`src/hdl/isaPkg.sv`:
```
// RV32I subset definitions: data width, opcode and ALU enums, funct values, no-op word
`default_nettype none

package isaPkg;

    localparam int xlen = 32;

    // Major opcodes of the supported subset
    typedef enum logic [6:0] {
        OP    = 7'b0110011,
        OPIMM = 7'b0010011,
        LUI   = 7'b0110111,
        LOAD  = 7'b0000011,
        STORE = 7'b0100011
    } opcodeT;

    typedef enum logic [2:0] {
        ALU_ADD,
        ALU_SUB,
        ALU_AND,
        ALU_OR,
        ALU_XOR,
        ALU_PASSB  // LUI passes the immediate
    } aluOpT;

    localparam logic [2:0] f3AddSub = 3'b000;
    localparam logic [2:0] f3Xor    = 3'b100;
    localparam logic [2:0] f3Or     = 3'b110;
    localparam logic [2:0] f3And    = 3'b111;
    localparam logic [2:0] f3Word   = 3'b010;  // LW / SW width

    localparam logic [6:0] f7Base = 7'b0000000;
    localparam logic [6:0] f7Alt  = 7'b0100000;  // SUB

    localparam logic [xlen-1:0] nopInst = 32'h0000_0013;  // ADDI x0,x0,0

endpackage

`default_nettype wire

```
`src/hdl/pipelineRegs.sv`:
```
// Stage registers ifIdReg, idExReg, exMemReg and memWbReg
`timescale 1ns/100ps
`default_nettype none

module ifIdReg (
    input  logic                    clk,
    input  logic                    rstN,
    input  logic                    bubble,
    input  logic [isaPkg::xlen-1:0] inst,
    input  logic [isaPkg::xlen-1:0] pc,
    output logic [isaPkg::xlen-1:0] ifIdInst,
    output logic [isaPkg::xlen-1:0] ifIdPc
);

    always_ff @(posedge clk) begin
        if (!rstN) begin
            ifIdInst <= isaPkg::nopInst;
        end else if (bubble) begin
            ifIdInst <= isaPkg::nopInst;  // No grant, no instruction
        end else begin
            ifIdInst <= inst;
        end
    end

    always_ff @(posedge clk) begin
        ifIdPc <= pc;
    end

endmodule




`default_nettype wire

```
`config.mk`:
```
export PLATFORM = sky130hd
export DESIGN_NAME = ifIdReg
export DESIGN_NICKNAME = d
export VERILOG_FILES = /design/src/hdl/isaPkg.sv /design/src/hdl/pipelineRegs.sv
export SDC_FILE = /design/constraint.sdc
export NUM_CORES = 1
export LEC_CHECK = 0
export BUFFER_PORTS_ARGS = -buffer_cell sky130_fd_sc_hd__clkbuf_2
export CORE_MARGIN = 4
export CORE_UTILIZATION = 30
export CTS_BUF_LIST = sky130_fd_sc_hd__clkbuf_16
export CTS_CLUSTER_SIZE = 8
export DETAILED_ROUTE_END_ITERATION = 10
export PLACE_DENSITY = 0.76
export SKIP_CTS_REPAIR_TIMING = 1
export SYNTH_ARGS = -nofsm -noshare
export SYNTH_HDL_FRONTEND = slang
export SYNTH_SLANG_ARGS = --single-unit
```
`constraint.sdc`:
```
create_clock -name clk -period 1.9 [get_ports clk]
set_clock_uncertainty 0.1 [all_clocks]
set_input_delay 0.475 -clock clk [delete_from_list [all_inputs] [get_ports clk]]
set_output_delay 0.475 -clock clk [all_outputs]
set_load 0.01 [all_outputs]
```
## After elaboration in Yosys (flattened, before gate mapping)

Index checks and enable logic that the tools add are counted.

- Reduce and logical (&&, ||, !) cells: 1
- Bitwise operators: 1

Operators with widths:

| operator | number |
|---|---|
| $reduce_or 2->1 | 1 |
| $not 1->1 | 1 |

- Register bits: 64
- Word-level logic and storage cells: 4
- Output and inout bits: 64
- Input port bits: 67

## Longest topological paths before layout

- Word-level depth: 2
- Gate-level depth with buffers: 2
- Mapped depth without buffers: 1

## Worst setup path after synthesis

Ideal clock, no wire load.

- Kind: input to register
- From: input port bubble
- To: register ifIdInst[4] in the netlist's numbering
- Arrival time: 0.955 ns
- Path slack: 0.718 ns
- Library setup time: 0.127 ns
- Stages on the path: 2
- Cell sequence: buf_2 or3b_1

- Longest elaborated chain between the ends: 1

RTL lines:

| item | RTL line | text |
|---|---|---|
| start: declaration | pipelineRegs.sv:8 | `input logic bubble,` |
| $reduce_or 2->1 (no line) | - |  |
| end signal: assignment | pipelineRegs.sv:17 | `ifIdInst <= isaPkg::nopInst;` |
| end signal: assignment | pipelineRegs.sv:19 | `ifIdInst <= isaPkg::nopInst;` |
| end signal: assignment | pipelineRegs.sv:21 | `ifIdInst <= inst;` |
| end: declaration | pipelineRegs.sv:11 | `output logic [isaPkg::xlen-1:0] ifIdInst,` |

No other way between the ends.
A chain may end at the register's enable or synchronous reset.

## Worst setup path after layout

- From: register ifIdInst[29] in the netlist's numbering
- To: output port ifIdInst[29] in the netlist's numbering

No word-level cell between the ends.

==> impl_metrics.json <==
{
  "cp_top_family": "flip-flops",
  "hp-start": "pc[11]",
  "fmax_ghz": 0.748,
  "critPathRequiredTime_ps": 1320,
  "clockRootBuffer": "clkbuf_16",
  "cp_cell_sequence": "clkbuf_2",
  "wl_per_cell_um": 11.7,
  "cp-start-kind": "register",
  "initial_core_util": 0.310,
  "synth-seq-cells": 64,
  "hp-class": "input pin to register",
  "worst-path-buf-inv": 1,
  "cap_viol_max_count": 0,
  "synth_xor_area_frac": 0,
  "fin_setup_tns_ps": 0,
  "grt_max_degree": 33,
  "syn_area_mm2": 0.00159,
  "wirelength_um": 3660,
  "cpMaxStageDelayCell": "dfxtp_1",
  "post-route-drc-count": 0,
  "endpoint_kind": "primary output",
  "hold_depth": 1,
  "cts_tree": "yes",
  "yosysWarnings": 0,
  "diodes": 0,
  "pin_count": 131,
  "drv_slew": 0,
  "maxSlewHeadroom": 0.701,
  "gp_congestion": 0.709,
  "status": "completed",
  "worstPathArrival_ps": 760,
  "drtAntennaViolNets": 0,
  "syn-num-nets": 169,
  "fin_crit_sh": 0.704,
  "grtUsageTotal": 0.113,
  "dpl.hpwl_um": 2910,
  "yosysUniqueCellTypes": 6,
  "synth_area_per_cell_um2": 15.6,
  "drive_gt1_frac": 0.605,
  "finalPower_mw": 3.18,
  "synth_top_family_by_area": "simple AND/OR/NAND/NOR gates",
  "row_count": 26,
  "synth_fa_ha_area_frac": 0,
  "fin_nets": 305,
  "cp_slowest_stage_delay_ps": 320,
  "synth_mux_area_frac": 0,
  "path_class": "register to primary output",
  "cts.sinks": 64,
  "drtIter0Drc": 16,
  "core_mm2": 0.00514,
  "via_per_inst": 3.94,
  "final_cell_mix": "clkbuf_2 (130), dfxtp_1 (64), and3b_1 (29)",
  "hold_violations": 0,
  "grt_overflow": 0,
  "p_leak_nw": 1.44,
  "power_density_mw_per_mm2": 1220,
  "htree_levels": 3,
  "rsz0062_at_grt": "false",
  "vias": 1233,
  "synth-compound-area-share": 0,
  "grt_pass1_wl_um": 5420,
  "clk_pin_slew_ps": 50,
  "cp_max_fo": 1,
  "synthCells": 102,
  "cts-buffers-inserted": 9,
  "antenna_found_initial": 0,
  "setup_viol": 0,
  "tightest_slew_ps": 448,
  "die_area_mm2": 0.00653,
  "holdPathEnd": "ifIdPc[11]",
  "dr.pass1.iters": 4,
  "min_period_ps": 1340,
  "grt_pass1_vias": 1220,
  "synthSimpleGateAreaFrac": 0.176,
  "area_delta_synth_final_pct": 63.6,
  "die_height_um": 80.8,
  "die_w_um": 80.8,
  "final_common_cell": "clkbuf_2",
  "ir_drop_v": 0.000529,
  "yosysSeqAreaShare": 0.805,
  "clockBufferDepth": 2,
  "portBuffers": 130
}
[flip-flops by register name (all words and copies together) (netlist names)]
register  flops
ifIdInst     32
ifIdPc       32
[logic make-up (layout without fill, tap and decap cells)]
logic type / Yosys count / count (layout)
flip-flops: 64 / 64
buffers and inverters: 6 / 147
AND/OR/NAND/NOR: 32 / 32
[worst max path at each step]
| stage | start | end | cells after the start |
|---|---|---|---|
| 2_1_floorplan | bubble | ifIdInst[4] | 2 |
| 3_3_place_gp | bubble | ifIdInst[0] | 2 |
| 3_5_place_dp | bubble | ifIdInst[0] | 2 |
| 4_1_cts | ifIdInst[29] | ifIdInst[29] | 1 |
| 5_1_grt | ifIdInst[7] | ifIdInst[7] | 1 |
| 6_report | ifIdInst[29] | ifIdInst[29] | 1 |
[stage by stage]
step                cells  hold slack, ps  cell area [um2]  utilization  setup slack, ps
CTS                   313             149             2600        0.507              545
finish                313             162             2600        0.507              563
global placement      297             478             2310        0.449              477
floorplan             102             403             1590            -              718
global route          313             144             2600        0.507              513
detailed placement    297             479             2310        0.449              434
[final cells by class]
class	count	area, um2
fill	488	2540
sequential	64	1280
timing repair buffer	131	658
multi-input combinational	32	280
clock buffer	9	225
tap	70	87.6
clock inverter	7	71.3
[synthesized netlist by cell type]
library cell  number  area, um2
dfxtp_1           64       1280
and3b_1           29        254
buf_2              3       15.0
or3b_1             3       26.3
clkbuf_1           2       7.51
buf_4              1       7.51
[metal layers]
| layer | GRT usage | vias to the layer above | part of all wire |
|---|---|---|---|
| met3 | 0.0765 | 7 | 0.15 |
| met4 | 0.0659 | 0 | 0.016 |
| met1 | 0.105 | 533 | 0.36 |
| met2 | 0.182 | 81 | 0.47 |
| met5 | 0 | - | 0 |
| li1 | - | 612 | - |
[power by group]
| group | internal (mW) | switching, mW | leakage [nW] | total [mW] |
|---|---|---|---|---|
| logic | 0.108 | 0.0900 | 0.767 | 0.198 |
| clock network | 1.01 | 0.545 | 0.138 | 1.56 |
| registers | 1.41 | 0.0151 | 0.533 | 1.42 |
No activity file was read; power rests on OpenSTA's default activity.
