`src/hdl/isaPkg.sv`:
```
// RV32I subset definitions: data width, opcode and ALU enums, funct values, no-op word
`default_nettype none

package isaPkg;

    localparam int xlen = 32;

    // Major opcodes of the supported subset
    typedef enum logic [6:0] {
        OP    = 7'b0110011,
        OPIMM = 7'b0010011,
        LUI   = 7'b0110111,
        LOAD  = 7'b0000011,
        STORE = 7'b0100011
    } opcodeT;

    typedef enum logic [2:0] {
        ALU_ADD,
        ALU_SUB,
        ALU_AND,
        ALU_OR,
        ALU_XOR,
        ALU_PASSB  // LUI passes the immediate
    } aluOpT;

    localparam logic [2:0] f3AddSub = 3'b000;
    localparam logic [2:0] f3Xor    = 3'b100;
    localparam logic [2:0] f3Or     = 3'b110;
    localparam logic [2:0] f3And    = 3'b111;
    localparam logic [2:0] f3Word   = 3'b010;  // LW / SW width

    localparam logic [6:0] f7Base = 7'b0000000;
    localparam logic [6:0] f7Alt  = 7'b0100000;  // SUB

    localparam logic [xlen-1:0] nopInst = 32'h0000_0013;  // ADDI x0,x0,0

endpackage

`default_nettype wire

```
`src/hdl/pipelineRegs.sv`:
```
// Stage registers ifIdReg, idExReg, exMemReg and memWbReg
`timescale 1ns/100ps
`default_nettype none




module memWbReg (
    input  logic                    clk,
    input  logic                    rstN,
    input  logic                    exMemRegWrite,
    input  logic                    exMemMemRead,
    input  logic [4:0]              exMemRd,
    input  logic [isaPkg::xlen-1:0] exMemAluResult,
    input  logic [isaPkg::xlen-1:0] rData,
    output logic                    memWbRegWrite,
    output logic                    memWbMemRead,
    output logic [4:0]              memWbRd,
    output logic [isaPkg::xlen-1:0] memWbAluResult,
    output logic [isaPkg::xlen-1:0] memWbRData
);

    always_ff @(posedge clk) begin
        if (!rstN) begin
            memWbRegWrite <= 1'b0;
            memWbMemRead  <= 1'b0;
        end else begin
            memWbRegWrite <= exMemRegWrite;
            memWbMemRead  <= exMemMemRead;
        end
    end

    always_ff @(posedge clk) begin
        memWbRd        <= exMemRd;
        memWbAluResult <= exMemAluResult;
        memWbRData     <= rData;  // Load data from shared memory
    end

endmodule

`default_nettype wire

```
`config.mk`:
```
export PLATFORM = sky130hd
export DESIGN_NAME = memWbReg
export DESIGN_NICKNAME = d
export VERILOG_FILES = /design/src/hdl/isaPkg.sv /design/src/hdl/pipelineRegs.sv
export SDC_FILE = /design/constraint.sdc
export NUM_CORES = 1
export LEC_CHECK = 0
export ABC_CLOCK_PERIOD_IN_PS = 800
export BUFFER_PORTS_ARGS = -buffer_cell sky130_fd_sc_hd__buf_2
export CAP_MARGIN = 5
export CELL_PAD_IN_SITES_DETAIL_PLACEMENT = 1
export CELL_PAD_IN_SITES_GLOBAL_PLACEMENT = 2
export CORE_MARGIN = 1
export CORE_UTILIZATION = 17
export CTS_CLUSTER_DIAMETER = 80
export DETAILED_ROUTE_END_ITERATION = 10
export PLACE_DENSITY_LB_ADDON = 0.3
export SLEW_MARGIN = 0
export SYNTH_ARGS = -nofsm -noshare
export SYNTH_HDL_FRONTEND = slang
export SYNTH_SLANG_ARGS = --single-unit
```
`constraint.sdc`:
```
create_clock -name clk -period 0.8 [get_ports clk]
set_input_delay 0.08 -clock clk [delete_from_list [all_inputs] [get_ports clk]]
set_output_delay 0.08 -clock clk [all_outputs]
set_load 0.1 [all_outputs]
```
# Word level (Yosys, flattened, before mapping)
# Cells that the tools add are included.
totals:
  input_bits: 73
  reg_bits: 71
  wordCells: 5
  output_inout_bits: 71

# Logic depth before layout (Yosys ltp)
depth:
  depth_word: 0
  ltp_mapped: 1
  ltp_nobuf: 1

# Worst setup path before layout
# OpenSTA, ideal clock, no wires.
synth_timing:
  path_type: "reg2out"
  startpoint: "register memWbAluResult[0] in the netlist's numbering"
  endpoint: "output memWbAluResult[0] in the netlist's numbering"
  n_path_buf: 0
  stages_incl_launch_ff: 1
  setup_slack_ns: -0.189
  required_time_ns: 0.720
  arrival_time_ns: 0.909
  cell_sequence: "dfxtp_1"
synth_rtl:
  columns: ["element", "line_no", "rtl"]
  rows:
  - ["start: declaration", "pipelineRegs.sv:19", "output logic [isaPkg::xlen-1:0] memWbAluResult,"]
  - ["start signal: assignment", "pipelineRegs.sv:35", "memWbAluResult <= exMemAluResult;"]
# No word-level cell between the ends.

# Final worst setup path
layout_timing:
  startpoint: "register memWbAluResult[20] in the netlist's numbering"
  endpoint: "output memWbAluResult[20] in the netlist's numbering"
# No word-level cell between the ends.

==> results.md <==
* Setup WS pre-CTS at 0.209 ns
* Hold Path Class: in -> reg
* Run status: finished, violations left
* H-tree level count at 3
* Grt met1 use at 11.4%
* Clock Sinks at 71
* Port-buffer cells at roughly 140
* Num rows at 33
* Die Area at about 0.0088 mm²
* Initial Utilization at 17.5%
* Post-synthesis net count at 146
* Crit path max fanout at 1
* Post-placement cell area at 0.00344 mm²
* GR Overflow Total at 0
* Yosys warnings at 0
* Final Cell Area at 0.00434 mm²
* Crit start category: register
* Antenna diode count at 0
* First-pass GRT wire length at 7870 µm
* Busiest layer in global routing: met2
* Flops & latches, synth at 71
* Top-count cell post-synth: dfxtp_1
* Filler cells at 809
* Slowest stage cell, crit path: dfxtp_2
* Top-area cell type share of the netlist area at 99.1%
* DRC Markers at 0
* Via/cell ratio at ~3.4
* Async S/R FF share, synth at 0%
* Worst VDD drop at 1210 µV
* Post-synth top cells: 71 x dfxtp_1, 2 x and2_1
* Floorplan Core Area at 0.00818 mm²
* Routability cong. at 0.636
* Worst path required time at 0.72 ns
* Die width at 93.8 µm
* Cell count after synthesis at 73
* Fin crit share at 118%
* Met2 Track Usage GR at a little under a quarter
* Number of distinct library cells after synthesis at 2
* Share of cells above drive strength 1 at 75.7%
* Seq/Total Area, Yosys at 99.1%
* TritonCTS clock tree: built
* Max Root-Sink Buffers at 2
* Slew @ Worst Pin at between 0.09 and 0.1 ns
* Setup Viol. Count Final at 71
* Syn avg cell area at 19.6 µm²
* Slew Limit Fails at 0
* Final hold vios at 0
* WHS Path Cells at 2
* FMAX at 1060 MHz
* Synth Flop Type: dfxtp_1
* Layout Nets at 372
* Data arrival, critical path at approximately 0.86 ns
* IO Pins at 144
* Synth-to-Final Area Change at 203%
* Crit-path cells: buf_12
* Worst slew margin at 93.3%
* CTS Buf Count at 9
* Kind of critical path: reg -> out
* Violated checks: setup timing
* Number of global-route vias before repair at 1593
* Crit. path cell count at 1
* Antenna Nets Post-Route at 0
* DRT Wirelength at 5290 µm
* CP top delay family: flip-flops
* Crit. End Element: output pin
* RSZ-0062 raised after global routing: yes
* Die height at 93.8 µm
* Crit path buffers/inverters at 1
* Worst-path clk slew at 0.07 ns
* Max Cap Viol at 0
* Top cells by area, synth: dfxtp_1 99%, and2_1 0.87%
* Vias at 1408
* PD cells at 2100 mW/mm²
* Synth area leader: dfxtp_1
* Setup ws final at -0.143 ns
* Pleak at approximately 1.9 nW
* Mapped cell area at 0.00143 mm²
* Largest net degree at the start of global routing at 13
* Fin crit period at 0.943 ns
* Root buffer cell: clkbuf_8
* Setup bufs post-CTS at 0
* GRT Overall Usage at between 10% and 20%
* GR Layer Usage met3 at 5.10%
* Slowest stage delay, CP at ~0.36 ns
* Initial antenna violation count at 0
* Routed len/inst at 12.9 µm
* EDFF count, synth at 0
* First-pass DRT Iterations at 2
* 1st-iter DRT viols at 9
registers in the layout (all words and copies together) (netlist names):
name / cells
memWbAluResult: 32
memWbRData: 32
memWbRd: 5
memWbMemRead: 1
memWbRegWrite: 1
final cells by class:
type	count	area [µm²]	share of cell area (%)
flip-flops and latches	71	1510	34.8
clock inverters	5	32.5	0.749
repair buffers	215	2500	57.7
clock buffers	11	151	3.49
well taps	105	131	3.03
multi-input cells	2	12.5	0.288
cell usage in the layout (no fill, tap or decap):
cell type      count
dlygate4sd3_1     72
clkbuf_8          11
and2_1             2
clkinv_2           2
buf_2             72
dfxtp_2           71
buf_12            71
clkinvlp_4         3
worst paths after layout:
path / slack (ns) / startpoint / endpoint
max: -0.14 / memWbAluResult[20] / memWbAluResult[20]
min: 0.38 / exMemAluResult[28] / memWbAluResult[28]
power by group:
| group | internal (mW) | switching [mW] | total (mW) |
|---|---|---|---|
| Combinational | 1.06 | 1.57 | 2.64 |
| Sequential | 3.77 | 0.156 | 3.92 |
| Clock | 1.28 | 1.27 | 2.55 |
| Total | 6.11 | 3.00 | 9.11 |
stage by stage:
stage                     setup TNS [ns]  hold WS (ns)  utilization [%]  power (mW)  std cells
after floorplan                        0         0.108                -        5.30         73
after global placement                 0         0.182             42.0        6.34        321
after detailed placement               0         0.184             42.0        6.38        321
after CTS                         -10.87         0.354             53.1        9.29        409
after global routing              -11.63         0.368             53.1        9.49        409
final                              -8.69         0.379             53.1        9.11        409
logic make-up (layout without fill, tap and decap cells):
logic type | count (synthesis) | after routing | synth area share [%]
buffers and inverters | 0 | 231 | 0
DFF | 71 | 71 | 99.1
and+or+nand+nor | 2 | 2 | 0.872
timing repair:
action / in CTS / in global routing
gates cloned: 0 / 0
setup endpoints to repair: 71 / 71
hold buffers: 72 / 0
resized for setup: 0 / 0
endpoints found under the hold margin: 71 / 0
layer usage:
metal | wire length, µm | vias to the layer above
li1 | - | 674
met1 | 1760 | 634
met2 | 2910 | 91
met3 | 542 | 9
met4 | 76 | 0
met5 | 0 | -
(Power assumes the default switching activity.)
