### src/hdl/isaPkg.sv
// RV32I subset definitions: data width, opcode and ALU enums, funct values, no-op word
`default_nettype none

package isaPkg;

    localparam int xlen = 32;

    // Major opcodes of the supported subset
    typedef enum logic [6:0] {
        OP    = 7'b0110011,
        OPIMM = 7'b0010011,
        LUI   = 7'b0110111,
        LOAD  = 7'b0000011,
        STORE = 7'b0100011
    } opcodeT;

    typedef enum logic [2:0] {
        ALU_ADD,
        ALU_SUB,
        ALU_AND,
        ALU_OR,
        ALU_XOR,
        ALU_PASSB  // LUI passes the immediate
    } aluOpT;

    localparam logic [2:0] f3AddSub = 3'b000;
    localparam logic [2:0] f3Xor    = 3'b100;
    localparam logic [2:0] f3Or     = 3'b110;
    localparam logic [2:0] f3And    = 3'b111;
    localparam logic [2:0] f3Word   = 3'b010;  // LW / SW width

    localparam logic [6:0] f7Base = 7'b0000000;
    localparam logic [6:0] f7Alt  = 7'b0100000;  // SUB

    localparam logic [xlen-1:0] nopInst = 32'h0000_0013;  // ADDI x0,x0,0

endpackage

`default_nettype wire

### src/hdl/memPkg.sv
// Shared memory definitions: depth, word address width, owner enum
`default_nettype none

package memPkg;

    localparam int memDepth = 256;
    localparam int addrW    = 8;  // Word address

    typedef enum logic [1:0] {OWN_LOAD, OWN_DATA, OWN_FETCH} ownerT;

endpackage

`default_nettype wire

### src/hdl/memArbiter.sv
// Fixed-priority arbiter of loader, data access and fetch over the shared memory
`timescale 1ns/100ps
`default_nettype none

module memArbiter (
    input  logic                      progWe,
    input  logic [memPkg::addrW-1:0]  progAddr,
    input  logic [isaPkg::xlen-1:0]   progData,
    input  logic                      run,
    input  logic                      dataRead,
    input  logic                      dataWrite,
    input  logic [isaPkg::xlen-1:0]   dataAddr,
    input  logic [isaPkg::xlen-1:0]   dataWData,
    input  logic [isaPkg::xlen-1:0]   pc,
    output logic                      fetchGrant,
    output logic [memPkg::addrW-1:0]  memAddr,
    output logic                      memWe,
    output logic [isaPkg::xlen-1:0]   memWData
);

    memPkg::ownerT owner;

    always_comb begin
        if (progWe) owner = memPkg::OWN_LOAD;
        else if (dataRead || dataWrite) owner = memPkg::OWN_DATA;
        else owner = memPkg::OWN_FETCH;
    end

    assign fetchGrant = (owner == memPkg::OWN_FETCH) && run;

    always_comb begin
        case (owner)
            memPkg::OWN_LOAD: begin
                memAddr  = progAddr;
                memWe    = 1'b1;
                memWData = progData;
            end
            memPkg::OWN_DATA: begin
                memAddr  = dataAddr[memPkg::addrW+1:2];  // Byte to word address
                memWe    = dataWrite;
                memWData = dataWData;
            end
            default: begin
                memAddr  = pc[memPkg::addrW+1:2];
                memWe    = 1'b0;
                memWData = dataWData;
            end
        endcase
    end

    // Loader runs only while the core is halted
    assert property (@(posedge progWe) !run);

endmodule

`default_nettype wire

### config.mk
export PLATFORM = sky130hd
export DESIGN_NAME = memArbiter
export DESIGN_NICKNAME = d
export VERILOG_FILES = /design/src/hdl/isaPkg.sv /design/src/hdl/memPkg.sv /design/src/hdl/memArbiter.sv
export SDC_FILE = /design/constraint.sdc
export NUM_CORES = 1
export LEC_CHECK = 0
export BUFFER_PORTS_ARGS = -buffer_cell sky130_fd_sc_hd__buf_2
export CORE_AREA = 8 8 65 67
export DETAILED_ROUTE_END_ITERATION = 8
export DIE_AREA = 0 0 73 75
export PLACE_DENSITY = 0.88
export SETUP_SLACK_MARGIN = 0.1
export SLEW_MARGIN = 20
export SYNTH_ARGS = -nofsm -noshare
export SYNTH_HDL_FRONTEND = slang
export SYNTH_SLANG_ARGS = --single-unit
export TNS_END_PERCENT = 10
### constraint.sdc
create_clock -name vclk -period 2.07
set_input_delay 0.414 -clock vclk [all_inputs]
set_output_delay 0.414 -clock vclk [all_outputs]
set_load 0.01 [all_outputs]
## Word-level counts from Yosys, hierarchy flattened

Cells that the tools add are included.

| word-level totals | value |
|---|---|
| register bits | 0 |
| output and inout bits | 42 |
| word-level logic and storage cells | 10 |

| cells by class | value |
|---|---|
| eq/ne operators | 2 |
| multiplexer cells | 5 |
| reductions and logical operators | 3 |

Operators by type and width:

| kind | number |
|---|---|
| 2-to-1 mux 32 bit | 1 |
| case mux 8 bit (2 select lines) | 1 |
| 2-to-1 mux 2 bit | 2 |
| == test 2 x 1 -> 1 bit, second input constant | 1 |
| == test 2 bit, second input constant | 1 |
| zero test 2 bit | 1 |
| case mux 1 bit (2 select lines) | 1 |
| logical AND 1 bit | 1 |
| logical OR 1 bit | 1 |

## Longest topological paths before layout

| logic depth | value |
|---|---|
| word-level depth | 5 |
| gate-level depth with buffers | 4 |
| depth with buffers taken out | 2 |

## Least setup slack after synthesis

Ideal clock, no wire load.

| path | value |
|---|---|
| path kind | input port to output port |
| from | input port progWe |
| to | output port fetchGrant |
| cell stages on the path | 3 |
| slack | 0.495 ns |
| data arrival time | 1.161 ns |
| required time | 1.656 ns |
| path buffers | 2 |
| cell sequence | buf_2 -> buf_2 -> nor4b_1 |

| between the ends | value |
|---|---|
| word-level cells in the longest chain between the ends | 3 |

RTL lines:

| item | RTL line | RTL |
|---|---|---|
| from (decl) | memArbiter.sv:6 | `input logic progWe,` |
| 2-to-1 mux 2 bit | memArbiter.sv:24 | `if (progWe) owner = memPkg::OWN_LOAD;` |
| == test 2 bit | memArbiter.sv:29 | `assign fetchGrant = (owner == memPkg::OWN_FETCH) && run;` |
| logical AND 1 bit | memArbiter.sv:29 |  |
| to (decl) | memArbiter.sv:15 | `output logic fetchGrant,` |

No other way between the ends.

## Final worst setup path

| path | value |
|---|---|
| from | input port progWe |
| to | output port memWData[22] (netlist bit) |

| between the ends | value |
|---|---|
| word-level cells in the longest chain between the ends | 3 |

RTL lines:

| item | RTL line | RTL |
|---|---|---|
| 2-to-1 mux 2 bit | memArbiter.sv:24 |  |
| zero test 2 bit | memArbiter.sv:32 | `case (owner)` |
| 2-to-1 mux 32 bit | memArbiter.sv:32 |  |
| to (decl) | memArbiter.sv:18 | `output logic [isaPkg::xlen-1:0] memWData` |

No other way between the ends.

==> impl_metrics.tcl <==
set metrics [dict create \
    tns_ns 0 \
    regArea_um2 0 \
    min_period_over_period_pct 89.8 \
    maxSlewHeadroom_pct 71.7 \
    ios 182 \
    antenna_found_initial 1 \
    yosysWarnings 0 \
    dpl_worst_slack_ns 0.165 \
    holdWs_ns 1.12 \
    dpl.hpwl_um 3720 \
    synth_fp_nets 214 \
    drive_above_1_share_pct 83.2 \
    hp-class "in2out" \
    rows 21 \
    cp.required_ns 1.66 \
    vias 1164 \
    num_antenna_cells 0 \
    multi_input_area_um2 562 \
    cap_violations 0 \
    final_nets 350 \
    dr.pass1.iters 4 \
    coreArea_mm2 0.00323 \
    placed_area_mm2 0.00137 \
    fmax_mhz 538 \
    grt_max_degree 21 \
    post_drt_via_cell_ratio 4.58 \
    layout_commonest_cell "buf_2" \
    syn_area_per_cell_um2 8.62 \
    cp-end-kind "primary output" \
    dieArea_mm2 0.00548 \
    wl_um 4050 \
    syn_to_final_growth_pct 115 \
    grt_use_total_pct 13.6 \
    powerDensity_mw_per_mm2 217 \
    grt_overflow 0 \
    finalWorstSetupSlack_ns 0.211 \
    arrival_ns 1.44 \
    run_status "completed" \
    worst_pin_slew_ns 0.423 \
    mostFrequentLayoutCells "buf_2 (134), mux2_2 (30)" \
    initial_core_util_pct 19.7 \
    setup_viol_count_final 0 \
    ys_types 12 \
    fillers 351 \
    drtIter0Drc 30 \
    crit_path_max_fanout 20 \
    crit_type "in2out" \
    holdBufCountCts 0 \
    die_y_um 75 \
    hold_viol 0 \
    yosysSeqAreaShare_pct 0 \
    vdd_drop_max_uv 72.7 \
    synthCells 74 \
    design_area_mm2 0.00137 \
    drcViolationCount 0 \
    die_w_um 73 \
    p_leak_nw 0.787 \
    synth_area_leaders "mux2_2 (53%), or4b_1 (13%), o311ai_1 (11%), inv_1 (4.7%), nand2_1 (4.7%)" \
    grt_pass1_vias 1273 \
    rsz0062_at_grt "no" \
    antenna_left 0 \
    clock_buffers 0 \
    grt_pass1_wl_um 6090 \
    yosys.area.top_type_share_pct 52.9 \
    drt-wirelength-per-cell_um 16.0 \
    crit_path_start_kind "primary input" \
    yosysTopAreaCell "mux2_2" \
    seq_cells 0 \
    finalMaxSlewViolations 0 \
    numPortBuffers 134 \
    layout_min_cycle_time_ns 1.86 \
    routabilityCongestion 0.755 \
    synth_area_um2 638 \
]
layout make-up:
| class | instances | share of cell area (%) |
|---|---|---|
| Tap cell | 46 | 4.19 |
| Timing Repair Buffer | 141 | 52.7 |
| Inverter | 8 | 2.19 |
| Multi-Input combinational cell | 59 | 40.9 |
worst paths after layout:
check	startpoint	cells after the start	to	slack, ns
max	progWe	4	memWData[22]	0.21
min	progData[31]	3	memWData[31]	1.12
critical path, stage by stage:
cell and delay (ns):
buf_2 0.28, buf_4 0.25, mux2_2 0.35, buf_2 0.14
synthesized netlist by cell type (all sizes together):
cell,n
or4b,8
nor2,1
nor4b,1
nand2,8
buf,7
or2,1
o311ai,8
inv,8
mux2,32
stage by stage:
stage | util, % | std cells | total power, W
after floorplan | - | 74 | 0.000138
after global placement | 42.4 | 254 | 0.000294
after detailed placement | 42.4 | 254 | 0.000300
after CTS | 42.4 | 254 | 0.000302
after global routing | 42.5 | 254 | 0.000327
final | 42.5 | 254 | 0.000297
cell families (layout without fill, tap and decap cells):
| family | count (synthesis) | in the layout | synth area share [%] |
|---|---|---|---|
| mux | 32 | 32 | 56.5 |
| simple gates | 19 | 19 | 20.2 |
| buf+inv | 15 | 149 | 12.4 |
| compound gates | 8 | 8 | 11.0 |
routing by layer:
metal	global-route usage [%]	vias to the layer above	wire length [µm]
met5	0	-	10
met4	0	2	4
met3	6.92	2	674
met2	24.1	94	1810
met1	15.1	514	1560
li1	-	552	-
power by group:
part	internal (W)	switching [W]	leakage, nW	total, W
Combinational	0.000168	0.000129	0.787	0.000297
Sequential	0	0	0	0
Clock	0	0	0	0
Total	0.000168	0.000129	0.787	0.000297
what timing repair did:
item / 4_1_cts / 5_1_grt
gates resized for setup: 0 / 1
setup buffers: 0 / 0
setup endpoints to repair: 0 / 8
Power figures use the tool's default switching activity.
