===== config.mk =====
export PLATFORM = sky130hd
export DESIGN_NAME = fetchUnit
export DESIGN_NICKNAME = d
export VERILOG_FILES = /design/src/hdl/isaPkg.sv /design/src/hdl/fetchUnit.sv
export SDC_FILE = /design/constraint.sdc
export NUM_CORES = 1
export LEC_CHECK = 0
export BUFFER_PORTS_ARGS = -buffer_cell sky130_fd_sc_hd__buf_2
export CAP_MARGIN = 20
export CORE_ASPECT_RATIO = 1.5
export CORE_MARGIN = 3
export CORE_UTILIZATION = 35
export DETAILED_ROUTE_END_ITERATION = 16
export PLACE_DENSITY_LB_ADDON = 0.1
export SYNTH_ARGS = -nofsm -noshare
export SYNTH_HDL_FRONTEND = slang
export SYNTH_SLANG_ARGS = --single-unit

===== constraint.sdc =====
create_clock -name clk -period 2.8 [get_ports clk]
set_clock_uncertainty 0.1 [all_clocks]
set_input_delay 0.56 -clock clk [delete_from_list [all_inputs] [get_ports clk]]
set_output_delay 0.56 -clock clk [all_outputs]
set_load 0.01 [all_outputs]

===== src/hdl/isaPkg.sv =====
// RV32I subset definitions: data width, opcode and ALU enums, funct values, no-op word
`default_nettype none

package isaPkg;

    localparam int xlen = 32;

    // Major opcodes of the supported subset
    typedef enum logic [6:0] {
        OP    = 7'b0110011,
        OPIMM = 7'b0010011,
        LUI   = 7'b0110111,
        LOAD  = 7'b0000011,
        STORE = 7'b0100011
    } opcodeT;

    typedef enum logic [2:0] {
        ALU_ADD,
        ALU_SUB,
        ALU_AND,
        ALU_OR,
        ALU_XOR,
        ALU_PASSB  // LUI passes the immediate
    } aluOpT;

    localparam logic [2:0] f3AddSub = 3'b000;
    localparam logic [2:0] f3Xor    = 3'b100;
    localparam logic [2:0] f3Or     = 3'b110;
    localparam logic [2:0] f3And    = 3'b111;
    localparam logic [2:0] f3Word   = 3'b010;  // LW / SW width

    localparam logic [6:0] f7Base = 7'b0000000;
    localparam logic [6:0] f7Alt  = 7'b0100000;  // SUB

    localparam logic [xlen-1:0] nopInst = 32'h0000_0013;  // ADDI x0,x0,0

endpackage

`default_nettype wire


===== src/hdl/fetchUnit.sv =====
// Program counter advanced on each fetch grant
`timescale 1ns/100ps
`default_nettype none

module fetchUnit (
    input  logic                    clk,
    input  logic                    rstN,
    input  logic                    run,
    input  logic                    fetchGrant,
    output logic [isaPkg::xlen-1:0] pc
);

    always_ff @(posedge clk) begin
        if (!rstN) begin
            pc <= '0;
        end else if (run && fetchGrant) begin
            pc <= pc + 32'd4;
        end
    end

    assert property (@(posedge clk) disable iff (!rstN) pc[1:0] == 2'b00);

endmodule

`default_nettype wire


== Yosys cells after proc, flatten, opt, wreduce, memory -nomap -nowiden ==
Cells that the tools add are included.

* Add/sub/neg operators: 1
* Reductions and logical operators: 1

{| class="wikitable"
|+ Operator list
! operator !! count
|-
| $add A32 B3 Y32 const B || 1
|-
| $logic_and A1 B1 Y1 || 1
|}

* Register bits after elaboration: 32
* Output and inout bits: 32
* Word-level logic and storage cells: 3

== Logic depth before layout (Yosys ltp) ==
* Depth after elaboration: 1
* Depth in mapped cells: 7

== Worst setup path after synthesis ==
OpenSTA, ideal clock, no wires.

* Path kind: reg2reg
* Start point: register pc[2] (netlist name)
* End point: register pc[22] (netlist name)
* Setup time: 0.072 ns
* Arrival: 1.958 ns
* Data required time: 2.628 ns
* Setup slack: 0.670 ns
* Stages on the path, launching flop included: 8
* Path buffers: 2
* Period minus slack after synthesis: 2.130 ns
* Cells stage by stage: dfxtp_1 -> ha_1 -> nand3_2 -> or4_1 -> buf_2 -> buf_2 -> nor4_2 -> mux2i_1

* Longest elaborated chain between the ends: 1

{| class="wikitable"
|+ RTL lines
! element !! RTL line !! source
|-
| from (decl) || fetchUnit.sv:10 || <nowiki>output logic [isaPkg::xlen-1:0] pc</nowiki>
|-
| from (signal assigned) || fetchUnit.sv:17 || <nowiki>pc <= pc + 32'd4;</nowiki>
|-
| $add A32 B3 Y32 || fetchUnit.sv:17 ||
|}

No other way between the ends.
A chain may end at the register's enable or synchronous reset.

== Worst setup path after layout ==
* Start point: register pc[2] (netlist name)
* End point: register pc[30] (netlist name)

The elaborated chain is that of the path after synthesis.

==> metrics.cfg <==
[setup_path]
worstSetupPathType = reg -> reg
setup.reg_to_reg.worst_slack_ns = 0.36
crit_path_end_kind = register
crit_path_max_incr_delay_ns = 0.83
timing.critical_path.from_type = register
slowest_stage = sky130_fd_sc_hd__or4_1
ordered_list_of_cells_on_the_worst_path = ha_1, nand3_2, or4_1, or4_1, a21oi_1
worstPathArrival_ns = 2.55
crit_top_cell = sky130_fd_sc_hd__or4_1
worst_ep_required_time_ns = 2.91
worst-path-max-fanout = 18

[global_routing]
grt_use_total_pct = 13.36
grt_start_max_net_pins = 29
number_of_global_route_vias_before_repair = 1176
grt_pass1_wl_mm = 5.126
grt_remaining_overflow = 0
grt_antenna_before_repair = 0

[clock_tree]
tritoncts = built
max-clock-path-buffers = 2
cts.clk_slew.worst_paths_ns = 0.06
number_of_buffers_created_by_cts = 5
cts.repair.resized = 0
clk_latency_ns = 0.28
clock-sinks = 30
post-cts-setup-buffers = 0
clk_root_buffer_cell = sky130_fd_sc_hd__clkbuf_8
cts_max_level = 2
cts.hold.buffers_added = 0

[timing]
setup_ws_ns = 0.3642
post_route_setup_tns_ns = 0
maxClockFrequency_mhz = 410.5
setup_viol = 0
tightestPinTransition_ns = 0.5692
rsz_0062_raised_after_global_routing = false
timing.final.max_slew_violations = 0
worst_slew_margin_rel_pct = 62.05
min_period_ns = 2.436
whs_ns = 0.3819
final_hold_viol_count = 0
period_share_pct = 86.99

[synthesis]
seq_cells_post_synth = 30
post_synth_inst_count = 167
number_of_synthesized_flops_with_an_enable_pin = 0
synth_top_area_cell = sky130_fd_sc_hd__dfxtp_1
postSynth.topFlopCell = sky130_fd_sc_hd__dfxtp_1
syn-cell-area_um2 = 1434
syn_area_per_cell_um2 = 8.586
yosys-top-cells-area = sky130_fd_sc_hd__dfxtp_1 (42%), sky130_fd_sc_hd__or4_1 (6.8%), sky130_fd_sc_hd__a21oi_1 (6.6%)
synth.top_cell.area_share_pct = 41.88
synth.yosys.warnings = 0
ys_async_sr_fraction_pct = 0
netlist-cell-type-count = 35
yosysSeqAreaShare_pct = 41.88

[die]
top_level_ports = 36
start_util_pct = 37.56
dieHeight_um = 84.39
floorplan.die_area_um2 = 4917
core_area_um2 = 3817
die-width_um = 58.26
floorplan.rows = 27

[final_layout]
mostFrequentLayoutCells = sky130_fd_sc_hd__buf_2 (33), sky130_fd_sc_hd__dfxtp_1 (30), sky130_fd_sc_hd__a21oi_1 (19)
synthToLayoutAreaGrowth_pct = 17.54
largest_reg_flops = 30
registers_with_the_most_flip_flops = pc: 30 flops
post_route_cells_drive_above_1_share_pct = 24.24
antenna-diode-count = 0
max_flop_register = pc
nets = 202
mostFrequentLayoutCell = sky130_fd_sc_hd__buf_2

[power]
ir_drop_mv = 0.3192
pwr_density_cell_nw_per_um2 = 479.8
leakagePower_nw = 0.6246

[detailed_routing]
vias = 1308
detail_route.wl_per_cell_um = 13.25
number_of_iterations_in_the_first_detailed_routing_pass = 4
detail-route-antenna-nets = 0
route.detailed.drc = 0
drtIter0Drc = 33
detailed_route_wl_mm = 3.193
per_cell_via_count_in_the_routed_design = 5.427

[hold_path]
min_path_type = reg -> reg

[place]
placer_s_final_routability_congestion_estimate = 0.7224
dp_slack_ns = 0.2128
dpl.hpwl_mm = 2.257
count_of_buffers_inserted_at_the_top_level_ports = 33

[flow_run]
cap_violations = 0

[status]
run_status = completed

[area by class of cell]
| cell class | instances | area (um^2) |
|---|---|---|
| Fill cell | 415 | 2132 |
| Timing Repair Buffer | 33 | 165.2 |
| Clock buffer | 7 | 86.33 |
| Tap cell | 43 | 53.80 |
| Sequential cell | 30 | 600.6 |
| Clock inverter | 1 | 5.005 |
| Multi-Input combinational cell | 119 | 744.5 |
| Inverter | 8 | 30.03 |
[path summary, 6_finish.rpt]
path,start,to,cells after the start
min,pc[31]$_SDFFE_PN0P_,pc[31]$_SDFFE_PN0P_,2
min reg2reg,pc[31]$_SDFFE_PN0P_,pc[31]$_SDFFE_PN0P_,2
max reg2reg,pc[2]$_SDFFE_PN0P_,pc[30]$_SDFFE_PN0P_,5
max,pc[2]$_SDFFE_PN0P_,pc[30]$_SDFFE_PN0P_,5
[where the power goes]
part           internal, W  switching, W
combinational   0.00000557     0.0000142
clock             0.000198      0.000160
sequential        0.000429    0.00000204
total             0.000632      0.000176
[metal layers]
| metal | GRT usage (%) | part of all wire [%] | up-vias | wire length, um |
|---|---|---|---|---|
| met3 | 4.000 | 4.4 | 5 | 139 |
| li1 | - | - | 664 | - |
| met2 | 23.50 | 53 | 25 | 1698 |
| met4 | 6.329 | 1.6 | 0 | 51 |
| met1 | 13.99 | 41 | 614 | 1302 |
| met5 | 0 | 0 | - | 0 |
[synth_stat cells, types with 2 or more instances]
cell type                  instances
sky130_fd_sc_hd__xor2_1            6
sky130_fd_sc_hd__nor3_1            2
sky130_fd_sc_hd__clkbuf_2          2
sky130_fd_sc_hd__or3_1             7
sky130_fd_sc_hd__nand4_1           4
sky130_fd_sc_hd__a21oi_1          19
sky130_fd_sc_hd__xnor2_1           3
sky130_fd_sc_hd__nor4_2            2
sky130_fd_sc_hd__or4_1            13
sky130_fd_sc_hd__nor2_1            9
sky130_fd_sc_hd__clkbuf_1          2
sky130_fd_sc_hd__o21ai_0           7
sky130_fd_sc_hd__nand2b_1          2
sky130_fd_sc_hd__mux2i_1           2
sky130_fd_sc_hd__nand2_1          13
sky130_fd_sc_hd__buf_4             2
sky130_fd_sc_hd__inv_1             7
sky130_fd_sc_hd__dfxtp_1          30
sky130_fd_sc_hd__buf_2             3
sky130_fd_sc_hd__nand3_1           7
sky130_fd_sc_hd__o31ai_1          11
[through the flow]
step	total power, W	instance area, um^2	util [%]	cells
floorplan	0.0004537	1438	-	168
global placement	0.0004598	1594	41.76	233
detailed placement	0.0004604	1594	41.76	233
CTS	0.0008213	1685	44.15	241
global route	0.0008399	1685	44.15	241
finish	0.0008086	1685	44.15	241
[kinds of logic (layout without fill, tap and decap cells)]
logic type	after synthesis	in the layout	share of synthesized area [%]
muxes	2	2	1.396
buffers and inverters	19	49	6.457
and+or+nand+nor	68	68	28.80
adders and majority gates	1	1	0.8725
xor gates and xnor gates	9	9	5.498
other	1	2	0.2615
DFF	30	30	41.89
AOI/OAI and AO/OA	37	37	14.83
[critical path: cells and delay by family (launching register included)]
family / cells / cell delay, ns
AND/OR/NAND/NOR: 3 / 1.56
flip-flops: 1 / 0.39
adder cells (fa/ha/maj): 1 / 0.18
AO/OA/AOI/OAI: 1 / 0.14
(Power assumes the default switching activity.)
