`config.mk`:
```
export PLATFORM = sky130hd
export DESIGN_NAME = executeUnit
export DESIGN_NICKNAME = d
export VERILOG_FILES = /design/src/hdl/isaPkg.sv /design/src/hdl/executeUnit.sv
export SDC_FILE = /design/constraint.sdc
export NUM_CORES = 1
export LEC_CHECK = 0
export BUFFER_PORTS_ARGS = -buffer_cell sky130_fd_sc_hd__buf_2
export CORE_ASPECT_RATIO = 0.8
export CORE_MARGIN = 10
export CORE_UTILIZATION = 25
export DETAILED_ROUTE_END_ITERATION = 7
export SLEW_MARGIN = 10
export SYNTH_ARGS = -nofsm -noshare
export SYNTH_HDL_FRONTEND = slang
export SYNTH_SLANG_ARGS = --single-unit
```
`constraint.sdc`:
```
create_clock -name vclk -period 4.9
set_clock_uncertainty 0.05 [all_clocks]
set_input_delay 0.49 -clock vclk [all_inputs]
set_output_delay 0.49 -clock vclk [all_outputs]
set_load 0.01 [all_outputs]
```
`src/hdl/isaPkg.sv`:
```
// RV32I subset definitions: data width, opcode and ALU enums, funct values, no-op word
`default_nettype none

package isaPkg;

    localparam int xlen = 32;

    // Major opcodes of the supported subset
    typedef enum logic [6:0] {
        OP    = 7'b0110011,
        OPIMM = 7'b0010011,
        LUI   = 7'b0110111,
        LOAD  = 7'b0000011,
        STORE = 7'b0100011
    } opcodeT;

    typedef enum logic [2:0] {
        ALU_ADD,
        ALU_SUB,
        ALU_AND,
        ALU_OR,
        ALU_XOR,
        ALU_PASSB  // LUI passes the immediate
    } aluOpT;

    localparam logic [2:0] f3AddSub = 3'b000;
    localparam logic [2:0] f3Xor    = 3'b100;
    localparam logic [2:0] f3Or     = 3'b110;
    localparam logic [2:0] f3And    = 3'b111;
    localparam logic [2:0] f3Word   = 3'b010;  // LW / SW width

    localparam logic [6:0] f7Base = 7'b0000000;
    localparam logic [6:0] f7Alt  = 7'b0100000;  // SUB

    localparam logic [xlen-1:0] nopInst = 32'h0000_0013;  // ADDI x0,x0,0

endpackage

`default_nettype wire

```
`src/hdl/executeUnit.sv`:
```
// ALU with register or immediate second operand
`timescale 1ns/100ps
`default_nettype none

module executeUnit (
    input  isaPkg::aluOpT           aluOp,
    input  logic                    aluSrc,
    input  logic [isaPkg::xlen-1:0] a,
    input  logic [isaPkg::xlen-1:0] b,
    input  logic [isaPkg::xlen-1:0] imm32,
    output logic [isaPkg::xlen-1:0] aluResult
);

    logic [isaPkg::xlen-1:0] opB;

    assign opB = aluSrc ? imm32 : b;

    always_comb begin
        case (aluOp)
            isaPkg::ALU_SUB:   aluResult = a - opB;
            isaPkg::ALU_AND:   aluResult = a & opB;
            isaPkg::ALU_OR:    aluResult = a | opB;
            isaPkg::ALU_XOR:   aluResult = a ^ opB;
            isaPkg::ALU_PASSB: aluResult = opB;
            default:           aluResult = a + opB;  // ADD, ADDI, LW/SW address
        endcase
    end

endmodule

`default_nettype wire

```
# Yosys cells after proc, flatten, opt, wreduce, memory -nomap -nowiden
# Cells that the tools add are included.
dict set report totals {
  reg_bits 0
  latchBits 0
  ram_bits 0
  romBits 0
  input_bits 100
  out_inout_bits 32
  memories 0
}
dict set report classes {
  add_sub_neg 2
  mul 0
  n_div 0
  magnitude_cmp 0
  eq_ne 5
  shift 0
  muxes 2
  bitwise_logic 3
  reduce_logical 0
}
# op count
set ops {}
lappend ops {{32-bit case mux with 5 select lines} 1}
lappend ops {{32-bit adder} 1}
lappend ops {{32-bit bitwise AND} 1}
lappend ops {{32-bit 2-to-1 mux} 1}
lappend ops {{32-bit bitwise OR} 1}
lappend ops {{32-bit subtractor} 1}
lappend ops {{32-bit XOR} 1}
lappend ops {{3-bit by 2-bit == test with 1-bit output, second input constant} 2}
lappend ops {{3-bit == test, second input constant} 2}
lappend ops {{3-bit by 1-bit == test with 1-bit output, second input constant} 1}

# Longest topological paths before layout
dict set report logic_depth {
  depth_word 3
  mapped_depth 22
  ltp_nobuf 17
}

# Least setup slack after synthesis
# OpenSTA, ideal clock, no wires.
dict set report synth_path {
  path_kind {in2out}
  start {input port aluSrc}
  end {output port aluResult[28] in the netlist's numbering}
  arrival_ps 4485
  t_required_ps 4360
  slack_ps -125
  stages 19
  n_path_buf 5
  cell_sequence {buf_6 buf_6 buf_2 buf_4 buf_2 mux2i_1 ha_1 o21ai_1 nor3_1 a31oi_1 xnor2_1 ha_1 and2_1 a2111oi_4 a211oi_4 o41ai_4 o41ai_2 xnor2_1 o221ai_1}
}
dict set report synth_via {
  elab_chain_cells 3
  word_cells_on_any_way 7
  cone_classes {add/sub (2); mux (2); bitwise (3)}
}
# element line_no
set synth_lines {}
lappend synth_lines {{start, declared} executeUnit.sv:7} ;# input logic aluSrc,
lappend synth_lines {{32-bit 2-to-1 mux (*)} executeUnit.sv:16} ;# assign opB = aluSrc ? imm32 : b;
lappend synth_lines {{32-bit adder (tied with other cells)} executeUnit.sv:25} ;# default: aluResult = a + opB;
lappend synth_lines {{32-bit case mux with 5 select lines (*)} executeUnit.sv:19} ;# case (aluOp)
lappend synth_lines {{end, declared} executeUnit.sv:11} ;# output logic [isaPkg::xlen-1:0] aluResult
# Every way passes the cells marked *; elsewhere a longest branch is shown, timed or not.

# Worst setup path after layout
dict set report layout_path {
  start {input port imm32[2] in the netlist's numbering}
  end {output port aluResult[28] in the netlist's numbering}
}
dict set report layout_via {
  elab_chain_cells 3
  word_cells_on_any_way 4
  cone_classes {add/sub (2); mux (2)}
}
# element line_no
set layout_lines {}
lappend layout_lines {{start, declared} executeUnit.sv:10} ;# input logic [isaPkg::xlen-1:0] imm32,
lappend layout_lines {{32-bit 2-to-1 mux (*)} executeUnit.sv:16}
lappend layout_lines {{32-bit adder or 32-bit subtractor (tied branches)} {executeUnit.sv:25, executeUnit.sv:20}}
lappend layout_lines {{32-bit case mux with 5 select lines (*)} executeUnit.sv:19}
# Marks and branches as above.

==> summary.md <==
| Metric | Value |
|---|---|
| Worst Setup EP | aluResult[28] |
| Most common cell after layout, fill and taps aside | buf_2 |
| Row Count | between 40 and 50 |
| Synth Instances | 760 |
| Fin util | 0.331 |
| Sequential cells | 0 |
| Placed Instances | 1190 |
| Tightest Pin Transition | between 0.8 and 0.9 ns |
| Yosys warnings | 0 |
| Drt drc | 0 |
| Fin area | between 6000 and 7000 um^2 |
| Worst hold-check path type | input pin to output pin |
| WL per Instance | approximately 18 um |
| Crit. Startpoint | imm32[2] |
| CLK BUF | 0 |
| Final non-filler cell total | approximately 1200 |
| Filler Cells Inserted | 2260 |
| Core Area | between 20000 and 25000 um^2 |
| Final period util | 0.964 |
| ANT nets after route | 0 |
| Post-synth top area share | 0.229 |
| Min Clock Period, post-route | about 4.7 ns |
| CP Class | input pin to output pin |
| Total power | roughly 1.0 mW |
| Area Growth Syn to Fin | 30.4% |
| Die area | 27200 um^2 |
| Power per standard cell area | 153 nW/um^2 |
| GP Congestion | approximately 0.94 |
| Top cells by area, synth | ha_1 (23%), xnor2_1 (8.3%), a21oi_1 (7.3%) |
| Most frequent cells in the layout | buf_2 (130), ha_1 (94), buf_4 (76) |
| Max Transition Viols Final | 0 |
| First-pass GRT wire length | approximately 32000 um |
| Initial Utilization | 0.254 |
| Leak | 3.29 nW |
| Final WL | between 20000 and 25000 um |
| Tot GR Track Use | 0.143 |
| PortBufs | 132 |
| Worst EP required | between 4 and 5 ns |
| Post-Syn Area | between 5000 and 6000 um^2 |
| Share of layout cells above drive strength 1 | 0.282 |
| Crit path max fanout | 4 |
| Critical Path AT | about 4.2 ns |
| Crit end category | output pin |
| Initial antenna violation count | 3 |
| RSZ-0062 raised after global routing | true |
| Slew HR | 0.447 |
| Placed Area | 6620 um^2 |
| DP HPWL | approximately 17000 um |
| Via density | around 5.1 |
| Status | completed |
| Drt initial violations | 508 |
| Final setup vio count | 0 |
| Critical Path Source Type | input pin |
| Register area share after synthesis | 0 |
| Grt total ovfl | 0 |
| Register area | 0 um^2 |
| Max-cap violations | 0 |
| Library cells used by synthesis | 65 |
| Via count | 6164 |
| Peak supply drop | ~0.055 mV |
| Die width | approximately 180 um |
| Mean cell area of the mapped netlist | between 6 and 7 um^2 |
| I/O pin count | roughly 130 |
| Net Count, Synth | ~960 |
| Fmax achieved | between 0.2 and 0.25 GHz |
| Die H | between 100 and 150 um |
| Pre-antenna DRT Iters | 5 |
| Pin count of the biggest net entering global routing | about 40 |
| Vias in the first global route | ~5700 |
| Yosys top cell by area | ha_1 |
| Final hold vios | 0 |
| Nets | 1129 |
==> worst max-delay path: stages <==
cell and delay (ns):
buf_2 0.14, nor4b_1 0.38, o22ai_1 0.23, or2_1 0.30
o41ai_1 0.33, xnor2_1 0.17, ha_1 0.26, buf_4 0.16
a21o_1 0.20, nand3_1 0.10, nand2_1 0.09, a21bo_2 0.27
o41ai_4 0.39, o41ai_2 0.16, xnor2_1 0.21, o221ai_1 0.13
buf_2 0.16
==> power breakdown <==
part	internal, mW	total [mW]	switching (mW)
Clock	0.0000000545	0.0000000545	0
Combinational	0.450	1.05	0.598
Sequential	0	0	0
==> area by class of cell <==
type	instances	area, um^2	share of cell area
diodes	2	5.00	0.000732
repair buffers	210	1300	0.190
multi-input cells	640	4900	0.716
well taps	269	337	0.0492
inverters	80	300	0.0439
==> worst min-delay path by stage <==
stage | endpoint | depth (start not counted) | slack, ns | startpoint
after floorplan | aluResult[17] | 4 | 1.25 | b[17]
final | aluResult[28] | 6 | 1.49 | b[28]
after CTS | aluResult[29] | 6 | 1.50 | b[29]
after global routing | aluResult[28] | 6 | 1.55 | imm32[28]
after global placement | aluResult[29] | 6 | 1.49 | b[29]
after detailed placement | aluResult[29] | 6 | 1.50 | b[29]
==> cells in the mapped netlist, drive strengths merged (5+ instances only) <==
cell type	number
ha	96
inv	79
a21oi	78
nand2	71
nor2	63
xnor2	50
mux2i	42
o21ai	34
clkbuf	29
a211oi	25
nor3	21
o211ai	14
o22ai	13
a31oi	11
buf	11
a21o	10
nor4	10
nand3	9
a221oi	8
xor2	8
nand4	7
o21bai	7
o221a	7
o221ai	7
o31ai	6
nand2b	5
==> kinds of logic after synthesis <==
group           share of synthesized area
mux                                0.0887
fa+ha+maj                           0.233
compound gates                      0.313
buf+inv                            0.0911
xor+xnor                           0.0969
simple gates                        0.178
==> routing by layer <==
| metal | GRT usage | routed length (um) |
|---|---|---|
| met5 | 0 | 0 |
| met4 | 0.00934 | 168 |
| met3 | 0.0150 | 1140 |
| met2 | 0.227 | 9170 |
| met1 | 0.211 | 10700 |
==> repair_timing <==
action	CTS	global route
resized for setup	0	27
endpoints found under the setup margin	0	17
buffers inserted	0	8
hold buffers	0	0
==> stage by stage <==
step	hold slack [ns]	setup TNS, ns	setup WS, ns
floorplan	1.25	0	0.0293
global placement	1.49	0	0.132
detailed placement	1.50	0	0.0975
CTS	1.50	0	0.0845
global route	1.55	-0.438	-0.0920
finish	1.49	0	0.177
No activity file was read; power rests on OpenSTA's default activity.
