$ cat src/hdl/isaPkg.sv
// RV32I subset definitions: data width, opcode and ALU enums, funct values, no-op word
`default_nettype none

package isaPkg;

    localparam int xlen = 32;

    // Major opcodes of the supported subset
    typedef enum logic [6:0] {
        OP    = 7'b0110011,
        OPIMM = 7'b0010011,
        LUI   = 7'b0110111,
        LOAD  = 7'b0000011,
        STORE = 7'b0100011
    } opcodeT;

    typedef enum logic [2:0] {
        ALU_ADD,
        ALU_SUB,
        ALU_AND,
        ALU_OR,
        ALU_XOR,
        ALU_PASSB  // LUI passes the immediate
    } aluOpT;

    localparam logic [2:0] f3AddSub = 3'b000;
    localparam logic [2:0] f3Xor    = 3'b100;
    localparam logic [2:0] f3Or     = 3'b110;
    localparam logic [2:0] f3And    = 3'b111;
    localparam logic [2:0] f3Word   = 3'b010;  // LW / SW width

    localparam logic [6:0] f7Base = 7'b0000000;
    localparam logic [6:0] f7Alt  = 7'b0100000;  // SUB

    localparam logic [xlen-1:0] nopInst = 32'h0000_0013;  // ADDI x0,x0,0

endpackage

`default_nettype wire

$ cat src/hdl/decodeUnit.sv
// Instruction decode: control levels, register fields, immediate
`timescale 1ns/100ps
`default_nettype none

module decodeUnit (
    input  logic [isaPkg::xlen-1:0] ifIdInst,
    output logic [4:0]              rs1,
    output logic [4:0]              rs2,
    output logic [4:0]              rd,
    output logic                    regWrite,
    output logic                    memRead,
    output logic                    memWrite,
    output logic                    aluSrc,
    output isaPkg::aluOpT           aluOp,
    output logic [isaPkg::xlen-1:0] imm32
);

    isaPkg::opcodeT opcode;
    logic [2:0]     funct3;
    logic [6:0]     funct7;
    logic           writesRd;

    assign opcode = isaPkg::opcodeT'(ifIdInst[6:0]);
    assign funct3 = ifIdInst[14:12];
    assign funct7 = ifIdInst[31:25];
    assign rs1    = ifIdInst[19:15];
    assign rs2    = ifIdInst[24:20];
    assign rd     = ifIdInst[11:7];

    always_comb begin
        writesRd = 1'b0;
        memRead  = 1'b0;
        memWrite = 1'b0;
        aluSrc   = 1'b0;
        aluOp    = isaPkg::ALU_ADD;
        imm32    = '0;
        case (opcode)
            isaPkg::OP: begin
                writesRd = 1'b1;
                if (funct3 == isaPkg::f3AddSub && funct7 == isaPkg::f7Alt) aluOp = isaPkg::ALU_SUB;
                else if (funct7 != isaPkg::f7Base) writesRd = 1'b0;  // Unknown R-type
                else if (funct3 == isaPkg::f3AddSub) aluOp = isaPkg::ALU_ADD;
                else if (funct3 == isaPkg::f3And) aluOp = isaPkg::ALU_AND;
                else if (funct3 == isaPkg::f3Or) aluOp = isaPkg::ALU_OR;
                else if (funct3 == isaPkg::f3Xor) aluOp = isaPkg::ALU_XOR;
                else writesRd = 1'b0;
            end
            isaPkg::OPIMM: begin
                writesRd = (funct3 == isaPkg::f3AddSub);  // ADDI only
                aluSrc   = 1'b1;
                imm32    = {{20{ifIdInst[31]}}, ifIdInst[31:20]};
            end
            isaPkg::LUI: begin
                writesRd = 1'b1;
                aluSrc   = 1'b1;
                aluOp    = isaPkg::ALU_PASSB;
                imm32    = {ifIdInst[31:12], 12'b0};
            end
            isaPkg::LOAD: begin
                writesRd = (funct3 == isaPkg::f3Word);
                memRead  = (funct3 == isaPkg::f3Word);
                aluSrc   = 1'b1;
                imm32    = {{20{ifIdInst[31]}}, ifIdInst[31:20]};
            end
            isaPkg::STORE: begin
                memWrite = (funct3 == isaPkg::f3Word);
                aluSrc   = 1'b1;
                imm32    = {{20{ifIdInst[31]}}, ifIdInst[31:25], ifIdInst[11:7]};  // S-type split
            end
            default: ;  // No-op
        endcase
    end

    // Writes to x0 retire silently
    assign regWrite = writesRd && (rd != 5'd0);

endmodule

`default_nettype wire

$ cat config.mk
export PLATFORM = sky130hd
export DESIGN_NAME = decodeUnit
export DESIGN_NICKNAME = d
export VERILOG_FILES = /design/src/hdl/isaPkg.sv /design/src/hdl/decodeUnit.sv
export SDC_FILE = /design/constraint.sdc
export NUM_CORES = 1
export LEC_CHECK = 0
export ABC_AREA = 1
export BUFFER_PORTS_ARGS = -buffer_cell sky130_fd_sc_hd__buf_2
export CAP_MARGIN = 5
export CELL_PAD_IN_SITES_DETAIL_PLACEMENT = 1
export CELL_PAD_IN_SITES_GLOBAL_PLACEMENT = 2
export CORE_AREA = 2 2 77 79
export DETAILED_ROUTE_END_ITERATION = 16
export DIE_AREA = 0 0 79 81
export MAX_ROUTING_LAYER = met4
export PLACE_DENSITY_LB_ADDON = 0.15
export SLEW_MARGIN = 20
export SYNTH_ARGS = -nofsm -noshare
export SYNTH_HDL_FRONTEND = slang
export SYNTH_SLANG_ARGS = --single-unit
$ cat constraint.sdc
create_clock -name vclk -period 0.9
set_input_delay 0.045 -clock vclk [all_inputs]
set_output_delay 0.045 -clock vclk [all_outputs]
set_load 0.005 [all_outputs]
* After elaboration in Yosys (flattened, before gate mapping)
Cells that the tools add are included.
Storage, ports and cells: output and inout bits 54, register bits after elaboration 0
Cells by class: reduce and logical (&&, ||, !) cells 7, equal/unequal tests 10, muxes and demuxes 18
Operators by type and width (count):
- $pmux W32 S3 | 1
- $eq A7 B6 Y1 const B | 4
- $mux W3 | 6
- $eq A3 B3 Y1 const B | 3
- $mux W1 | 9
- $eq A7 B2 Y1 const B | 1
- $eq A7 B5 Y1 const B | 1
- $reduce_bool A7 Y1 | 1
- $pmux W3 S2 | 1
- $reduce_bool A5 Y1 | 1
- $pmux W1 S4 | 1
- $reduce_or A4 Y1 | 1
- $eq A3 B2 Y1 const B | 1
- $logic_not A3 Y1 | 1
- $logic_and A1 B1 Y1 | 2
- $reduce_or A2 Y1 | 1

* Logic depth before layout (Yosys ltp)
word-level depth 9, depth in mapped cells 9

* Worst setup path before layout
OpenSTA, ideal clock, no wires.
path kind in2out, from input ifIdInst[3] (netlist bit), to output imm32[21] (netlist bit), arrival time 770 ps, data required time 855 ps, path slack 85 ps, cell stages on the path 8, path through nor2_1 > nand2_1 > nor2_1 > inv_2 > nand2_2 > nand2_2 > buf_6 > o21ai_2
On the way: longest elaborated chain between the ends 3, elaborated cells between the ends (all ways) 6
RTL lines:
- from (decl) | RTL line decodeUnit.sv:6 | input logic [isaPkg::xlen-1:0] ifIdInst,
- $eq A7 B2 Y1 or $eq A7 B5 Y1 (tied branches) | RTL line decodeUnit.sv:37 | case (opcode)
- $reduce_or A2 Y1 (no line)
- $pmux W32 S3 (*) | RTL line decodeUnit.sv:37
- to (decl) | RTL line decodeUnit.sv:15 | output logic [isaPkg::xlen-1:0] imm32
Every way passes the cells marked *; elsewhere a longest branch is shown, timed or not.

* Worst setup path in the final report
from input ifIdInst[0] (netlist bit), to output regWrite
On the way: longest elaborated chain between the ends 3, elaborated cells between the ends (all ways) 6
RTL lines:
- $eq A7 B2 Y1, or another cell as far along | RTL line decodeUnit.sv:37
- $pmux W1 S4 (*) | RTL line decodeUnit.sv:37
- $logic_and A1 B1 Y1 (*) | RTL line decodeUnit.sv:75 | assign regWrite = writesRd && (rd != 5'd0);
- to (decl) | RTL line decodeUnit.sv:10 | output logic regWrite,
Marks and branches as above.

==> results by group <==
Timing
  – Slew margin rel.: 84.71%
  – Slew @ Worst Pin: 0.2291 ns
  – Final worst-path cycle share: 127.5%
  – Final Max Tran Viols: 0
  – Hold Violations, Final: 0
  – Fin worst setup slack: -0.2471 ns
  – Unrepaired setup endpoints after global routing: true
  – Fmax: 0.8718 GHz
  – Final setup fails: 37
  – Crit path time final: 1.147 ns

Place
  – Detail Placement HPWL: 2.826 mm
  – Post-DP Area: 0.001261 sq mm
  – Global placement routability congestion: 0.6758
  – Placed Cells incl. Taps: 298
  – Place WS: -0.2662 ns
  – IO Port Bufs: 86

Finish
  – Post-Layout Cell Count: 310
  – Cell area after layout: 0.001730 sq mm
  – Final core utilization: 30.49%
  – Antenna Cells: 0
  – Fill count: 740
  – Area added between synthesis and finish: 143.9%
  – Nets: 269
  – FF/Latch Area: 0 sq um
  – Seq cells: 0
  – Clk_buf instances: 0
  – Layout cell share with drive strength beyond 1: 75.74%

Die
  – Die Ht: 81 microns
  – Die Wd: 79 microns
  – Core area: 0.005675 sq mm
  – Initial Util: 12.50%
  – Die area: 0.006399 sq mm
  – Boundary Pins: 86
  – # rows: 28

Setup path
  – CP startpoint: ifIdInst[0]
  – Critical path class: primary input to primary output
  – Worst Setup End Kind: primary output
  – Critical Path AT: 1.10 ns
  – Crit start category: primary input
  – Critical Path Fanout Max: 4
  – Critical Path RT: 0.85 ns

Logic synthesis
  – XOR/XNOR Fraction of Synth Area: 0%
  – Largest family of logic cells by synthesized area: simple AND/OR/NAND/NOR gates
  – Library cells used by synthesis: 19
  – Adder-cell share of the synthesized area: 0%
  – Mapped Nets: 165
  – Syn Inst Count: 133
  – Compound-Gate Fraction of Synth Area: 23.63%
  – YS warnings: 0
  – Simple-Gate Fraction of Synth Area: 40.04%
  – Mapped cell area: 709.4 sq um
  – Syn Area/Cell: 5.334 sq um
  – Post-synthesis mux area share: 0%
  – Post-synthesis sequential area ratio: 0%

Detailed routing
  – Vias: 1207
  – Post-Route WL: 3.557 mm
  – Via-per-instance ratio: 3.894
  – DRC: 0
  – Initial DRC Count: 29
  – Drt pass-1 iters: 2
  – WL/cell: 11.47 microns
  – DRT antenna net count: 0

GRT
  – Vias in the first global route: 1222
  – Global-route wire length before repair: 5.616 mm
  – GRT overflow: 0
  – Largest net degree at the start of global routing: 18
  – Initial antenna violation count: 0
  – Met3 global-route usage: 1.444%
  – Tot GR Track Use: 11.08%
  – Most Used Layer, Global Route: met2
  – M2 GR Usage: 20.42%
  – Grt met1 use: 13.78%

Outcome
  – Failing checks: setup timing
  – Outcome: complete, but fails checks

Power and ir drop
  – P_int: 0.1996 mW
  – Clock Power Share: 0%
  – Pwr dens: 228.1 mW/mm^2
  – Comb pwr share: 100.0%
  – Leakage: 1.051 nW
  – Pwr Total: 0.3946 mW
  – Sequential power share: 0%
  – Sw Pwr: 0.1950 mW
  – VDD IR max: 0.00009213 V
  – Switching Fraction: 49.41%

Min path
  – Hold Startpoint: ifIdInst[24]
  – Min-Delay Path Class: primary input to primary output

Job
  – Max Cap Violations: 0
## area by class of cell
class | count | area (sq um) | area share (%)
repair buffers | 119 | 865.8 | 50.04
multi-input cells | 87 | 644.4 | 37.24
inverters | 28 | 117.6 | 6.797
well taps | 75 | 93.84 | 5.423
repair inverters | 1 | 8.758 | 0.5061
## through the flow
| step | hold WS, ns | TNS, ns |
|---|---|---|
| 6_report | 0.2715 | -6.357 |
| 5_1_grt | 0.2795 | -9.684 |
| 4_1_cts | 0.2743 | -7.083 |
| 3_5_place_dp | 0.2735 | -7.565 |
| 3_3_place_gp | 0.2710 | -6.002 |
| 2_1_floorplan | 0.1253 | 0 |
## critical path, stage by stage
cell and delay (ns):
buf_2 0.08, nand2_2 0.05, buf_4 0.13, nor2_2 0.07, nand2_1 0.09, nor2_4 0.11, buf_12 0.13, buf_6 0.09
a21oi_1 0.03, a21oi_1 0.14, buf_2 0.14
## cell families after synthesis
| logic type | count (synthesis) |
|---|---|
| AND/OR/NAND/NOR | 64 |
| buffers and inverters | 46 |
| AO/OA/AOI/OAI | 23 |
## cells in the final DEF (no fill, tap or decap)
master    instances
o22ai_1           1
nand2_8           1
nand2_2           9
nor3_1            1
o21ai_0           1
nand2_1          16
nor4_4            2
clkinv_8          1
buf_4            22
buf_16            2
inv_6             1
o21ai_2          17
inv_2             7
nor2_1           10
buf_8             2
nand3_1           6
nor2_4            4
nand2_4           6
buf_6            12
nor2_2            5
a21oi_1           2
inv_1            20
buf_12            5
nor3_4            1
o22ai_2           2
nand3_4           1
nand3_2           2
buf_2            76
## final timing paths
| path | depth (start not counted) | slack [ns] | to |
|---|---|---|---|
| setup / recovery | 11 | -0.25 | regWrite |
| hold / removal | 2 | 0.27 | rs2[4] |
## power by group through the flow
| stage | Clock, mW | Combinational, mW | Sequential, mW |
|---|---|---|---|
| 6_report | 0 | 0.395 | 0 |
| 5_1_grt | 0 | 0.440 | 0 |
| 4_1_cts | 0 | 0.371 | 0 |
| 3_5_place_dp | 0 | 0.301 | 0 |
| 3_3_place_gp | 0 | 0.302 | 0 |
| 2_1_floorplan | 0 | 0.143 | 0 |
## repair_timing
action | 4_1_cts | 5_1_grt
hold buffers | 0 | 0
setup buffers | 7 | 3
gates resized for setup | 48 | 34
pin swaps | 9 | 8
gates cloned | 3 | 1
endpoints found under the setup margin | 39 | 39
## cells in the mapped netlist
cell / n / area (sq um)
nor2_1: 18 / 67.56
nand2_2: 3 / 18.77
nor4_1: 2 / 12.51
a21oi_1: 2 / 10.01
nand2_1: 29 / 108.9
buf_8: 1 / 15.01
nor2_4: 1 / 11.26
o21ai_2: 13 / 113.9
buf_4: 15 / 112.6
nand3_2: 1 / 10.01
nand3_1: 8 / 40.04
nor3_2: 1 / 10.01
inv_4: 1 / 6.260
inv_2: 1 / 3.750
o21ai_0: 5 / 25.02
inv_1: 26 / 97.59
o22ai_1: 3 / 18.77
buf_6: 2 / 22.52
nor3_1: 1 / 5.000
## metal layers
metal / vias up / routed length, microns
met2: 53 / 1755
met1: 539 / 1498
met4: 0 / 0
li1: 615 / -
met3: 0 / 303
met5: - / 0
Note: power is estimated with default switching activity, not from simulation.
